**src/common/fdc_config.svh**
```systemverilog
// floppy controller constants
`ifndef FDC_CONFIG_SVH
`define FDC_CONFIG_SVH

// image address width, 1 MB max
`define FDC_IMG_AW 20

// width of the shared delay counter in the sequencer
`define FDC_DELAY_W 8

// cycles spent in search before the first byte
`define FDC_SEEK_DELAY 16

// cycles to prepare each byte before drq
`define FDC_BYTE_DELAY 16

// busy time of type I and faulted commands
`define FDC_WAIT_CYCLES 40

// cycles with drq up before the byte counts as lost
`define FDC_WDOG_CYCLES 256

// index pulse shape
`define FDC_INDEX_PERIOD 350
`define FDC_INDEX_WIDTH 4

`endif
```
**src/common/fdc_pkg.sv**
```systemverilog
// floppy controller types
`default_nettype none

package fdc_pkg;

	// host register map, status and command share address 0
	typedef enum logic [1:0] {
		A_CMD_STATUS = 2'd0,
		A_TRACK      = 2'd1,
		A_SECTOR     = 2'd2,
		A_DATA       = 2'd3
	} reg_addr_t;

	// ====================
	// sequencer states

	typedef enum logic [2:0] {
		IDLE,
		SEARCH,     // seek delay, sector id check
		READ_PREP,  // byte preparation delay
		READ_WAIT,  // drq up, waiting on host or watchdog
		WAIT,       // fixed busy time
		ABORT,
		END
	} fdc_state_t;

	// bytes per sector = 128 << code
	typedef logic [1:0] size_code_t;

endpackage

`default_nettype wire

```
**src/hw/fdc_top.sv**
```systemverilog
// floppy controller top
`timescale 1ns/1ps
`default_nettype none
`include "fdc_config.svh"

module fdc_top (
	input  logic                   clk_sys,
	input  logic                   rst,
	input  logic                   io_en,
	input  logic                   rd,
	input  logic                   wr,
	input  fdc_pkg::reg_addr_t     addr,
	input  logic [7:0]             din,
	input  logic                   wp,
	input  logic                   ready,
	input  logic                   side,
	input  logic [2:0]             size_code,
	output logic [7:0]             dout,
	output logic                   drq,
	output logic                   intrq,
	output logic                   busy,
	output logic [`FDC_IMG_AW-1:0] buff_addr,
	output logic                   buff_read,
	input  logic [7:0]             buff_din
);
	import fdc_pkg::*;

	logic       cmd_wr;
	logic       track_wr;
	logic       sector_wr;
	logic       data_wr;
	logic       status_rd_done;
	logic       data_rd_done;
	logic [7:0] wr_data;
	logic       cmd_mode;
	logic       s_wrfault;
	logic       s_seekerr;
	logic       s_lostdata;
	logic       s_headloaded;
	logic       track0;
	logic       index;
	logic [7:0] disk_track;
	logic [7:0] track_reg;
	logic [7:0] sector_reg;
	logic [7:0] data_byte;
	logic [10:0] byte_offset;
	logic       sector_stream;
	logic       wdog_start;
	logic       wdog_bark;
	logic [7:0] sectors_per_track;
	size_code_t sector_size_code;
	fdc_state_t state;

	fdc_host_port u_host_port (.*);

	fdc_sequencer u_sequencer (.*);

	fdc_geometry u_geometry (
		.size_code         (size_code),
		.disk_track        (disk_track),
		.side              (side),
		.sector            (sector_reg),
		.byte_offset       (byte_offset),
		.buff_addr         (buff_addr),
		.sectors_per_track (sectors_per_track),
		.sector_size_code  (sector_size_code)
	);

	fdc_timers u_timers (.*);

	// drq comes from the sequencer but the host only sees it with busy in status
	a_drq_busy: assert property (@(posedge clk_sys) disable iff (rst) drq |-> busy);

	// geometry table only covers codes 0 to 4
	a_size_code: assert property (@(posedge clk_sys) disable iff (rst)
		(state != IDLE) |-> (size_code <= 3'd4));

endmodule

`default_nettype wire

```
**src/hw/fdc/fdc_sequencer.sv**
```systemverilog
// command sequencer
`timescale 1ns/1ps
`default_nettype none
`include "fdc_config.svh"

module fdc_sequencer (
	input  logic                clk_sys,
	input  logic                rst,
	input  logic                cmd_wr,
	input  logic                track_wr,
	input  logic                sector_wr,
	input  logic                data_wr,
	input  logic                status_rd_done,
	input  logic                data_rd_done,
	input  logic [7:0]          wr_data,
	input  logic                ready,
	input  logic                side,
	input  logic [7:0]          sectors_per_track,
	input  fdc_pkg::size_code_t sector_size_code,
	input  logic                wdog_bark,
	output logic                drq,
	output logic                busy,
	output logic                intrq,
	output logic                cmd_mode,
	output logic                s_wrfault,
	output logic                s_seekerr,
	output logic                s_lostdata,
	output logic                s_headloaded,
	output logic                track0,
	output logic [7:0]          disk_track,
	output logic [7:0]          track_reg,
	output logic [7:0]          sector_reg,
	output logic [7:0]          data_byte,
	output logic [10:0]         byte_offset,
	output logic                sector_stream,
	output logic                wdog_start,
	output fdc_pkg::fdc_state_t state
);
	import fdc_pkg::*;

	localparam logic [`FDC_DELAY_W-1:0] SEEK_LOAD = `FDC_SEEK_DELAY - 1;
	localparam logic [`FDC_DELAY_W-1:0] BYTE_LOAD = `FDC_BYTE_DELAY - 1;
	localparam logic [`FDC_DELAY_W-1:0] WAIT_LOAD = `FDC_WAIT_CYCLES - 1;

	logic [7:0]              data_reg;
	logic [7:0]              ra_sector;        // next id for read address
	logic [7:0]              ra_byte_sector;   // id sent by the current read address
	logic                    step_dir;         // 0 in, 1 out
	logic                    multi;
	logic                    rw_type;          // 1 read sector, 0 read address
	logic [10:0]             data_length;      // bytes left in this sector
	logic [`FDC_DELAY_W-1:0] delay_cnt;

	wire [3:0]  op           = wr_data[7:4];
	wire [10:0] sector_bytes = 11'd128 << sector_size_code;
	wire        dir_out      = wr_data[6] ? wr_data[5] : step_dir;
	wire [7:0]  next_track   = dir_out ? disk_track - 8'd1 : disk_track + 8'd1;
	wire        last_byte    = (data_length == 11'd1);
	wire        bad_sector   = (sector_reg == 8'd0) || (sector_reg > sectors_per_track);

	assign track0 = (disk_track == 8'd0);

	// id field of read address, then two crc bytes
	always_comb begin
		if (state == IDLE) begin
			data_byte = data_reg;
		end else begin
			case (byte_offset[2:0])
				3'd0:    data_byte = disk_track;
				3'd1:    data_byte = {7'd0, side};
				3'd2:    data_byte = ra_byte_sector;
				3'd3:    data_byte = {6'd0, sector_size_code};
				default: data_byte = 8'd0;
			endcase
		end
	end

	always_ff @(posedge clk_sys) begin
		if (data_wr) data_reg <= wr_data;
	end

	always_ff @(posedge clk_sys) begin
		if (rst) begin
			state <= IDLE;
			{drq, busy, intrq, cmd_mode} <= 4'b0000;
			{s_wrfault, s_seekerr, s_lostdata, s_headloaded} <= 4'b0000;
			disk_track <= 8'd0;
			track_reg <= 8'd0;
			sector_reg <= 8'd0;
			ra_sector <= 8'd1;
			step_dir <= 1'b0;
			multi <= 1'b0;
			rw_type <= 1'b0;
			sector_stream <= 1'b0;
			wdog_start <= 1'b0;
			byte_offset <= 11'd0;
			data_length <= 11'd0;
			delay_cnt <= '0;
		end else begin
			if (status_rd_done) intrq <= 1'b0;

			// ====================
			// transfer FSM
			case (state)
				IDLE: ;
				SEARCH: begin
					if (!ready) begin
						s_seekerr <= 1'b1;   // no disk
						state <= END;
					end else if (delay_cnt != '0) begin
						delay_cnt <= delay_cnt - 1'b1;
					end else if (rw_type && bad_sector) begin
						s_seekerr <= 1'b1;   // record not found
						state <= END;
					end else begin
						byte_offset <= 11'd0;
						data_length <= rw_type ? sector_bytes : 11'd6;
						delay_cnt <= BYTE_LOAD;
						wdog_start <= 1'b1;
						state <= READ_PREP;
					end
				end
				READ_PREP: begin
					if (delay_cnt != '0) begin
						delay_cnt <= delay_cnt - 1'b1;
					end else begin
						wdog_start <= 1'b0;
						drq <= 1'b1;
						state <= READ_WAIT;
					end
				end
				READ_WAIT: begin
					if (wdog_bark || data_rd_done) begin
						drq <= 1'b0;
						if (wdog_bark) s_lostdata <= 1'b1;   // byte skipped
						if (!last_byte) begin
							byte_offset <= byte_offset + 11'd1;
							data_length <= data_length - 11'd1;
							delay_cnt <= BYTE_LOAD;
							wdog_start <= 1'b1;
							state <= READ_PREP;
						end else if (multi) begin
							sector_reg <= sector_reg + 8'd1;   // runs off the track with seek error
							delay_cnt <= SEEK_LOAD;
							state <= SEARCH;
						end else begin
							state <= END;
						end
					end
				end
				WAIT: begin
					if (delay_cnt != '0) delay_cnt <= delay_cnt - 1'b1;
					else state <= END;
				end
				ABORT: begin
					{s_wrfault, s_seekerr, s_lostdata} <= 3'b000;
					state <= END;
				end
				default: begin   // END
					drq <= 1'b0;
					busy <= 1'b0;
					intrq <= 1'b1;
					sector_stream <= 1'b0;
					wdog_start <= 1'b0;
					state <= IDLE;
				end
			endcase

			// ====================
			// register writes
			if (track_wr && !busy) track_reg <= wr_data;
			if (sector_wr && !busy) begin
				sector_reg <= wr_data;
				ra_sector <= wr_data;
			end

			if (cmd_wr) begin
				intrq <= 1'b0;
				if (state == IDLE || op == 4'hD) begin
					if (!wr_data[7]) begin
						// type I
						cmd_mode <= 1'b0;
						s_headloaded <= wr_data[3];
						s_seekerr <= 1'b0;
						busy <= 1'b1;
						delay_cnt <= WAIT_LOAD;
						state <= WAIT;
						if (op == 4'h0) begin
							track_reg <= 8'd0;
							disk_track <= 8'd0;
						end else if (op == 4'h1) begin
							track_reg <= data_reg;   // seek target
							disk_track <= data_reg;
						end else begin
							if (wr_data[6]) step_dir <= wr_data[5];
							disk_track <= next_track;
							if (wr_data[4]) track_reg <= next_track;
						end
					end else begin
						case (op)
							4'h8, 4'h9: begin
								cmd_mode <= 1'b1;
								{s_wrfault, s_seekerr, s_lostdata} <= 3'b000;
								busy <= 1'b1;
								multi <= wr_data[4];
								rw_type <= 1'b1;
								sector_stream <= 1'b1;
								delay_cnt <= SEEK_LOAD;
								state <= SEARCH;
							end
							4'hA, 4'hB: begin
								cmd_mode <= 1'b1;
								{s_seekerr, s_lostdata} <= 2'b00;
								s_wrfault <= 1'b1;   // read-only image
								busy <= 1'b1;
								delay_cnt <= WAIT_LOAD;
								state <= WAIT;
							end
							4'hC: begin
								cmd_mode <= 1'b1;
								{s_wrfault, s_seekerr, s_lostdata} <= 3'b000;
								busy <= 1'b1;
								multi <= 1'b0;
								rw_type <= 1'b0;
								ra_byte_sector <= ra_sector;
								if (ra_sector >= sectors_per_track) ra_sector <= 8'd1;
								else ra_sector <= ra_sector + 8'd1;
								delay_cnt <= SEEK_LOAD;
								state <= SEARCH;
							end
							4'hD: begin
								cmd_mode <= 1'b0;
								if (state != IDLE) begin
									state <= ABORT;
								end else begin
									{s_wrfault, s_seekerr, s_lostdata} <= 3'b000;
									{drq, busy} <= 2'b00;
								end
							end
							default: ;   // track commands ignored
						endcase
					end
				end
			end
		end
	end

	a_intrq_busy: assert property (@(posedge clk_sys) disable iff (rst) !(intrq && busy));

endmodule

`default_nettype wire

```
**src/hw/fdc/fdc_timers.sv**
```systemverilog
// index pulse and data watchdog
`timescale 1ns/1ps
`default_nettype none
`include "fdc_config.svh"

module fdc_timers (
	input  logic clk_sys,
	input  logic rst,
	input  logic ready,
	input  logic wdog_start,
	output logic index,
	output logic wdog_bark
);
	localparam int IDX_W  = $clog2(`FDC_INDEX_PERIOD);
	localparam int WDOG_W = $clog2(`FDC_WDOG_CYCLES + 1);

	localparam logic [IDX_W-1:0]  IDX_LAST  = `FDC_INDEX_PERIOD - 1;
	localparam logic [IDX_W-1:0]  IDX_HIGH  = `FDC_INDEX_WIDTH;
	localparam logic [WDOG_W-1:0] WDOG_LOAD = `FDC_WDOG_CYCLES;

	logic [IDX_W-1:0]  idx_cnt;
	logic [WDOG_W-1:0] wdog_cnt;

	// ====================
	// one revolution per period

	always_ff @(posedge clk_sys) begin
		if (rst || !ready) begin
			idx_cnt <= '0;   // disk stopped
		end else if (idx_cnt == IDX_LAST) begin
			idx_cnt <= '0;
		end else begin
			idx_cnt <= idx_cnt + 1'b1;
		end
	end

	assign index = ready && (idx_cnt < IDX_HIGH);

	// ====================
	// lost data watchdog

	always_ff @(posedge clk_sys) begin
		if (rst) begin
			wdog_cnt <= '0;
		end else if (wdog_start) begin
			wdog_cnt <= WDOG_LOAD;   // held while the byte is prepared
		end else if (wdog_cnt != '0) begin
			wdog_cnt <= wdog_cnt - 1'b1;
		end
	end

	assign wdog_bark = (wdog_cnt == '0);

	a_bark_start: assert property (@(posedge clk_sys) disable iff (rst)
		$rose(wdog_bark) |-> !wdog_start);

endmodule

`default_nettype wire

```
**src/hw/fdc/fdc_geometry.sv**
```systemverilog
// disk image geometry
`timescale 1ns/1ps
`default_nettype none
`include "fdc_config.svh"

module fdc_geometry (
	input  logic [2:0]             size_code,
	input  logic [7:0]             disk_track,
	input  logic                   side,
	input  logic [7:0]             sector,
	input  logic [10:0]            byte_offset,
	output logic [`FDC_IMG_AW-1:0] buff_addr,
	output logic [7:0]             sectors_per_track,
	output fdc_pkg::size_code_t    sector_size_code
);
	logic [8:0]             log_track;    // track-side order
	logic [16:0]            sector_num;   // linear sector index in the image
	logic [`FDC_IMG_AW-1:0] sector_base;

	// track formats, all fixed
	always_comb begin
		case (size_code)
			3'd0:    sectors_per_track = 8'd26;   // 26 x 128
			3'd1:    sectors_per_track = 8'd16;   // 16 x 256
			3'd2:    sectors_per_track = 8'd9;    // 9 x 512
			3'd3:    sectors_per_track = 8'd5;    // 5 x 1024
			3'd4:    sectors_per_track = 8'd10;   // 10 x 512
			default: sectors_per_track = 8'd26;
		endcase
	end

	always_comb begin
		case (size_code)
			3'd1:    sector_size_code = 2'd1;
			3'd2:    sector_size_code = 2'd2;
			3'd3:    sector_size_code = 2'd3;
			3'd4:    sector_size_code = 2'd2;
			default: sector_size_code = 2'd0;
		endcase
	end

	// sectors count from 1
	assign log_track   = {disk_track, side};
	assign sector_num  = 17'(log_track) * 17'(sectors_per_track) + 17'(sector) - 17'd1;
	assign sector_base = `FDC_IMG_AW'(sector_num) << (4'd7 + 4'(sector_size_code));
	assign buff_addr   = sector_base + `FDC_IMG_AW'(byte_offset);

endmodule

`default_nettype wire

```
**src/hw/fdc/fdc_host_port.sv**
```systemverilog
// host register port
`timescale 1ns/1ps
`default_nettype none

module fdc_host_port (
	input  logic               clk_sys,
	input  logic               rst,
	input  logic               io_en,
	input  logic               rd,
	input  logic               wr,
	input  fdc_pkg::reg_addr_t addr,
	input  logic [7:0]         din,
	output logic               cmd_wr,
	output logic               track_wr,
	output logic               sector_wr,
	output logic               data_wr,
	output logic               status_rd_done,
	output logic               data_rd_done,
	output logic [7:0]         wr_data,
	input  logic               cmd_mode,
	input  logic               busy,
	input  logic               drq,
	input  logic               s_wrfault,
	input  logic               s_seekerr,
	input  logic               s_lostdata,
	input  logic               s_headloaded,
	input  logic               track0,
	input  logic               index,
	input  logic               ready,
	input  logic               wp,
	input  logic [7:0]         track_reg,
	input  logic [7:0]         sector_reg,
	input  logic [7:0]         data_byte,
	input  logic               sector_stream,
	input  logic [7:0]         buff_din,
	output logic [7:0]         dout,
	output logic               buff_read
);
	import fdc_pkg::*;

	logic       old_rd;
	logic       old_wr;
	reg_addr_t  cur_addr;   // address of the access in progress
	logic [7:0] status;

	wire rde       = rd & io_en;
	wire wre       = wr & io_en;
	wire rd_rise   = rde & ~old_rd;
	wire rd_fall   = ~rde & old_rd;
	wire wr_rise   = wre & ~old_wr;

	// ====================
	// strobe edges to pulses

	always_ff @(posedge clk_sys) begin
		if (rst) begin
			old_rd <= 1'b0;
			old_wr <= 1'b0;
			cur_addr <= A_CMD_STATUS;
			{cmd_wr, track_wr, sector_wr, data_wr} <= 4'b0000;
			{status_rd_done, data_rd_done} <= 2'b00;
		end else begin
			old_rd <= rde;
			old_wr <= wre;
			if (rd_rise || wr_rise) cur_addr <= addr;
			cmd_wr    <= wr_rise && (addr == A_CMD_STATUS);
			track_wr  <= wr_rise && (addr == A_TRACK);
			sector_wr <= wr_rise && (addr == A_SECTOR);
			data_wr   <= wr_rise && (addr == A_DATA);
			status_rd_done <= rd_fall && (cur_addr == A_CMD_STATUS);   // clears intrq
			data_rd_done   <= rd_fall && (cur_addr == A_DATA);         // byte consumed
		end
	end

	always_ff @(posedge clk_sys) begin
		if (wr_rise) wr_data <= din;
	end

	// ====================
	// status and read mux

	always_comb begin
		if (!cmd_mode) begin
			status = {~ready, 1'b1, s_headloaded, s_seekerr | ~ready,   // image never writable
				1'b0, track0, index, busy};
		end else begin
			status = {~ready, 1'b1, s_wrfault, s_seekerr | ~ready,
				1'b0, s_lostdata, drq, busy};
		end
	end

	always_comb begin
		case (addr)
			A_CMD_STATUS: dout = status;
			A_TRACK:      dout = track_reg;
			A_SECTOR:     dout = sector_reg;
			default:      dout = sector_stream ? buff_din : data_byte;
		endcase
	end

	assign buff_read = sector_stream && (addr == A_DATA);

	// at most one register event per cycle
	a_pulse_onehot: assert property (@(posedge clk_sys) disable iff (rst)
		$onehot0({cmd_wr, track_wr, sector_wr, data_wr, status_rd_done, data_rd_done}));

endmodule

`default_nettype wire

```
**config.mk**
```make
export PLATFORM = sky130hd
export DESIGN_NAME = fdc_top
export DESIGN_NICKNAME = d
export VERILOG_FILES = /design/src/common/fdc_pkg.sv /design/src/hw/fdc_top.sv /design/src/hw/fdc/fdc_sequencer.sv /design/src/hw/fdc/fdc_timers.sv /design/src/hw/fdc/fdc_geometry.sv /design/src/hw/fdc/fdc_host_port.sv
export VERILOG_INCLUDE_DIRS = /design/src /design/src/common
export SDC_FILE = /design/constraint.sdc
export NUM_CORES = 1
export LEC_CHECK = 0
export ABC_AREA = 1
export BUFFER_PORTS_ARGS = -buffer_cell sky130_fd_sc_hd__buf_2
export CORE_ASPECT_RATIO = 0.5
export CORE_MARGIN = 3
export CORE_UTILIZATION = 63
export CTS_CLUSTER_DIAMETER = 100
export DETAILED_ROUTE_END_ITERATION = 12
export PLACE_DENSITY = 0.88
export SKIP_CTS_REPAIR_TIMING = 1
export SLEW_MARGIN = 0
export SYNTH_ARGS = -nofsm -noshare
export SYNTH_HDL_FRONTEND = slang
export SYNTH_HIERARCHICAL = 1
export SYNTH_SLANG_ARGS = --single-unit
```
**constraint.sdc**
```tcl
create_clock -name clk_sys -period 11.3 [get_ports clk_sys]
set_input_delay 1.695 -clock clk_sys [delete_from_list [all_inputs] [get_ports clk_sys]]
set_output_delay 1.695 -clock clk_sys [all_outputs]
set_load 0.1 [all_outputs]
```
==> results.md <==
* Post-placement worst setup slack at about 1.2 ns
* Synth cell types at 63
* CP max stage delay at between 0.5 and 0.6 ns
* Cts bufs inserted at 17
* Via count at approximately 12,000
* Worst setup SP type: input pin
* PortBufs at 59
* Worst r2r src: u_host_port/wr_data[6]
* Largest net degree at the start of global routing at a little over 50
* Maxcap violations at 0
* Post-synth design cell area at 11,700 um^2
* Status: completed
* DRC violations left at 0
* WL met1 at approximately 14 mm
* Top Registers: u_sequencer/byte_offset (11), u_sequencer/data_length (11)
* Fmax at about 0.1 GHz
* Crit-path slowest cell: fa_1
* Area growth, synth to finish at 9.082%
* Layout Cells excl Fill at a little over 2,000
* Tightest Hold Check Type: reg -> reg
* GRT overflow at 0
* Crit Path Max Fanout at 28
* Setup TNS Final at 0 ns
* Clock Sinks at 130
* Commonest cells after routing, fill and taps aside: nand2_1, inv_1, nor2_1, nand3_1, dfxtp_1
* Setup-failing EPs final at 0
* Detailed placer's ending HPWL at approximately 23 mm
* Cell Pwr Density at roughly 150 nW/um^2
* Root Driver: clkbuf_16
* Final period util at approximately 90%
* Ys flop type: dfxtp_1
* Met2 wire len at between 10 and 15 mm
* Max_slew headroom at a little under a quarter
* Max-slew violations at 0
* Global Route Usage Sum at 31.14%
* Synthesized instance count at roughly 1,700
* Max H-tree Level at 4
* Clock slew at reported path FFs at 0.06 ns
* Rows at 34
* Clock Path Buffers at 2
* Syn. warnings at 6
* Antenna-violating nets left at 0
* Top cell by count, worst path: nand2_1
* Antenna violations before repair at 0
* DR pass1 iterations at 7
* Clk_skew at 0.005651 ns
* Maximum vdd drop at roughly 110 uV
* Ant diodes at 0
* WL/cell at about 15 um
* Post-synthesis average cell area at 6.726 um^2
* # IOs at 61
* Initial Util at around two thirds
* Final setup margin at 1.054 ns
* Fin nets at 1,942
* Met3 WL at roughly 3.0 mm
* RSZ-0062 raised after global routing: no
* Min Tclk post-route at between 10 and 15 ns
* CTS tree: built
* Core Area at 17,780 um^2
* Die area at roughly 20,000 um^2
* Vias in the first global route at between 10,000 and 15,000
* Post-synth EDFFs at 24
* Die H at between 100 and 150 um
* Hold path start: u_host_port/cur_addr[0]
* Clk_lat worst skew at ~0.41 ns
* Gp weighted congestion at between 0.9 and 1
* Slew @ Worst Pin at around 1.1 ns
* Critical path capture point type: output port
* Proportion of synthesized chip area in sequential cells at about 24%
* Critical path class: in -> out
* CP startpoint: size_code[0]
* Max layer used: met4
* Asr flop ratio synth at 0%
* Power Total at roughly 1900 uW
* Vias per Instance at just under 6
* Hold_ws at 0.4174 ns
* DR iter-0 viols at between 1,000 and 1,500
* Synth Register Bits at 130
* First-pass GRT wire length at 51.51 mm
* Final Hold Fails at 0
* LEAKAGE at about 0.006 uW
* Arr. time, crit path at 8.55 ns
* DP Cell Count at ~2,000
* Commonest non-fill, non-tap cell in the layout: nand2_1
* Proportion of layout cells with a drive suffix above 1 at 10.58%
* Fill cell count at ~1,500
* Routed wire length at 31.39 mm
* Chip Width at just under 200 um
* WP data required at 9.61 ns
## power by group
part           total (uW)  internal, uW  leakage (uW)  switching [uW]
sequential            527           499       0.00108            27.7
combinational         780           214       0.00463             567
clock                 550           346      0.000282             204
total                1860          1060       0.00599             798
## critical path, delay by kind of cell
kind | cells | cell delay [ns]
AO/OA/AOI/OAI | 2 | 0.50
buffers and inverters | 10 | 1.65
AND/OR/NAND/NOR | 20 | 2.07
adder cells (fa/ha/maj) | 6 | 2.63
## layer usage
metal | up-vias | global-route usage, %
met3 | 78 | 5.435
met2 | 584 | 51.38
li1 | 5777 | -
met4 | 0 | 9.709
met1 | 5407 | 42.30
met5 | - | 0
## synthesized netlist by cell type (20+ instances only)
cell type    n  area (um^2)
fa_1        32        640.6
inv_1      256        960.9
nand2_1    427         1603
a21oi_1     87        435.4
inv_2       20        75.07
nand3_1    147        735.7
edfxtp_1    24        720.7
o21ai_0     97        485.5
nand4_1     24        150.1
ha_1        88         1101
nor2_1     149        559.3
nand2_2     20        125.1
xor2_1      31        271.5
nor3_1      25        125.1
dfxtp_1    106         2122
## path summary, 6_finish.rpt
| path | endpoint | slack, ns | cells after the start |
|---|---|---|---|
| max reg2reg | u_sequencer/track_reg[4] | 8.35 | 12 |
| min | u_host_port/status_rd_done | 0.42 | 1 |
| max | buff_addr[19] | 1.05 | 38 |
| min reg2reg | u_host_port/status_rd_done | 0.42 | 1 |
## area by class of cell
| cell class | count | area (um^2) | share of cell area [%] |
|---|---|---|---|
| multi-input combinational | 1301 | 7647 | 59.94 |
| sequential | 130 | 2843 | 22.28 |
| inverter | 281 | 1060 | 8.306 |
| clock buffer | 25 | 528.0 | 4.138 |
| timing repair buffer | 62 | 317.8 | 2.491 |
| tap | 234 | 292.8 | 2.295 |
| clock inverter | 7 | 70.07 | 0.5492 |
## through the flow
step / area, um^2 / utilization (%)
after floorplan: 11720 / -
after global placement: 12160 / 68.39
after detailed placement: 12160 / 68.39
after CTS: 12760 / 71.75
after global routing: 12760 / 71.75
final: 12760 / 71.75
## logic make-up (layout without fill, tap and decap cells)
family / count (synthesis) / after routing / synth area share [%]
AND/OR/NAND/NOR: 862 / 862 / 33.62
multiplexers: 1 / 1 / 0.08558
AO/OA/AOI/OAI: 262 / 262 / 12.87
buffers and inverters: 314 / 375 / 10.50
other: 2 / 8 / 0.06421
flip-flops: 130 / 130 / 24.30
XOR/XNOR: 48 / 48 / 3.659
adder cells (fa/ha/maj): 120 / 120 / 14.89
No activity file was read; power rests on OpenSTA's default activity.
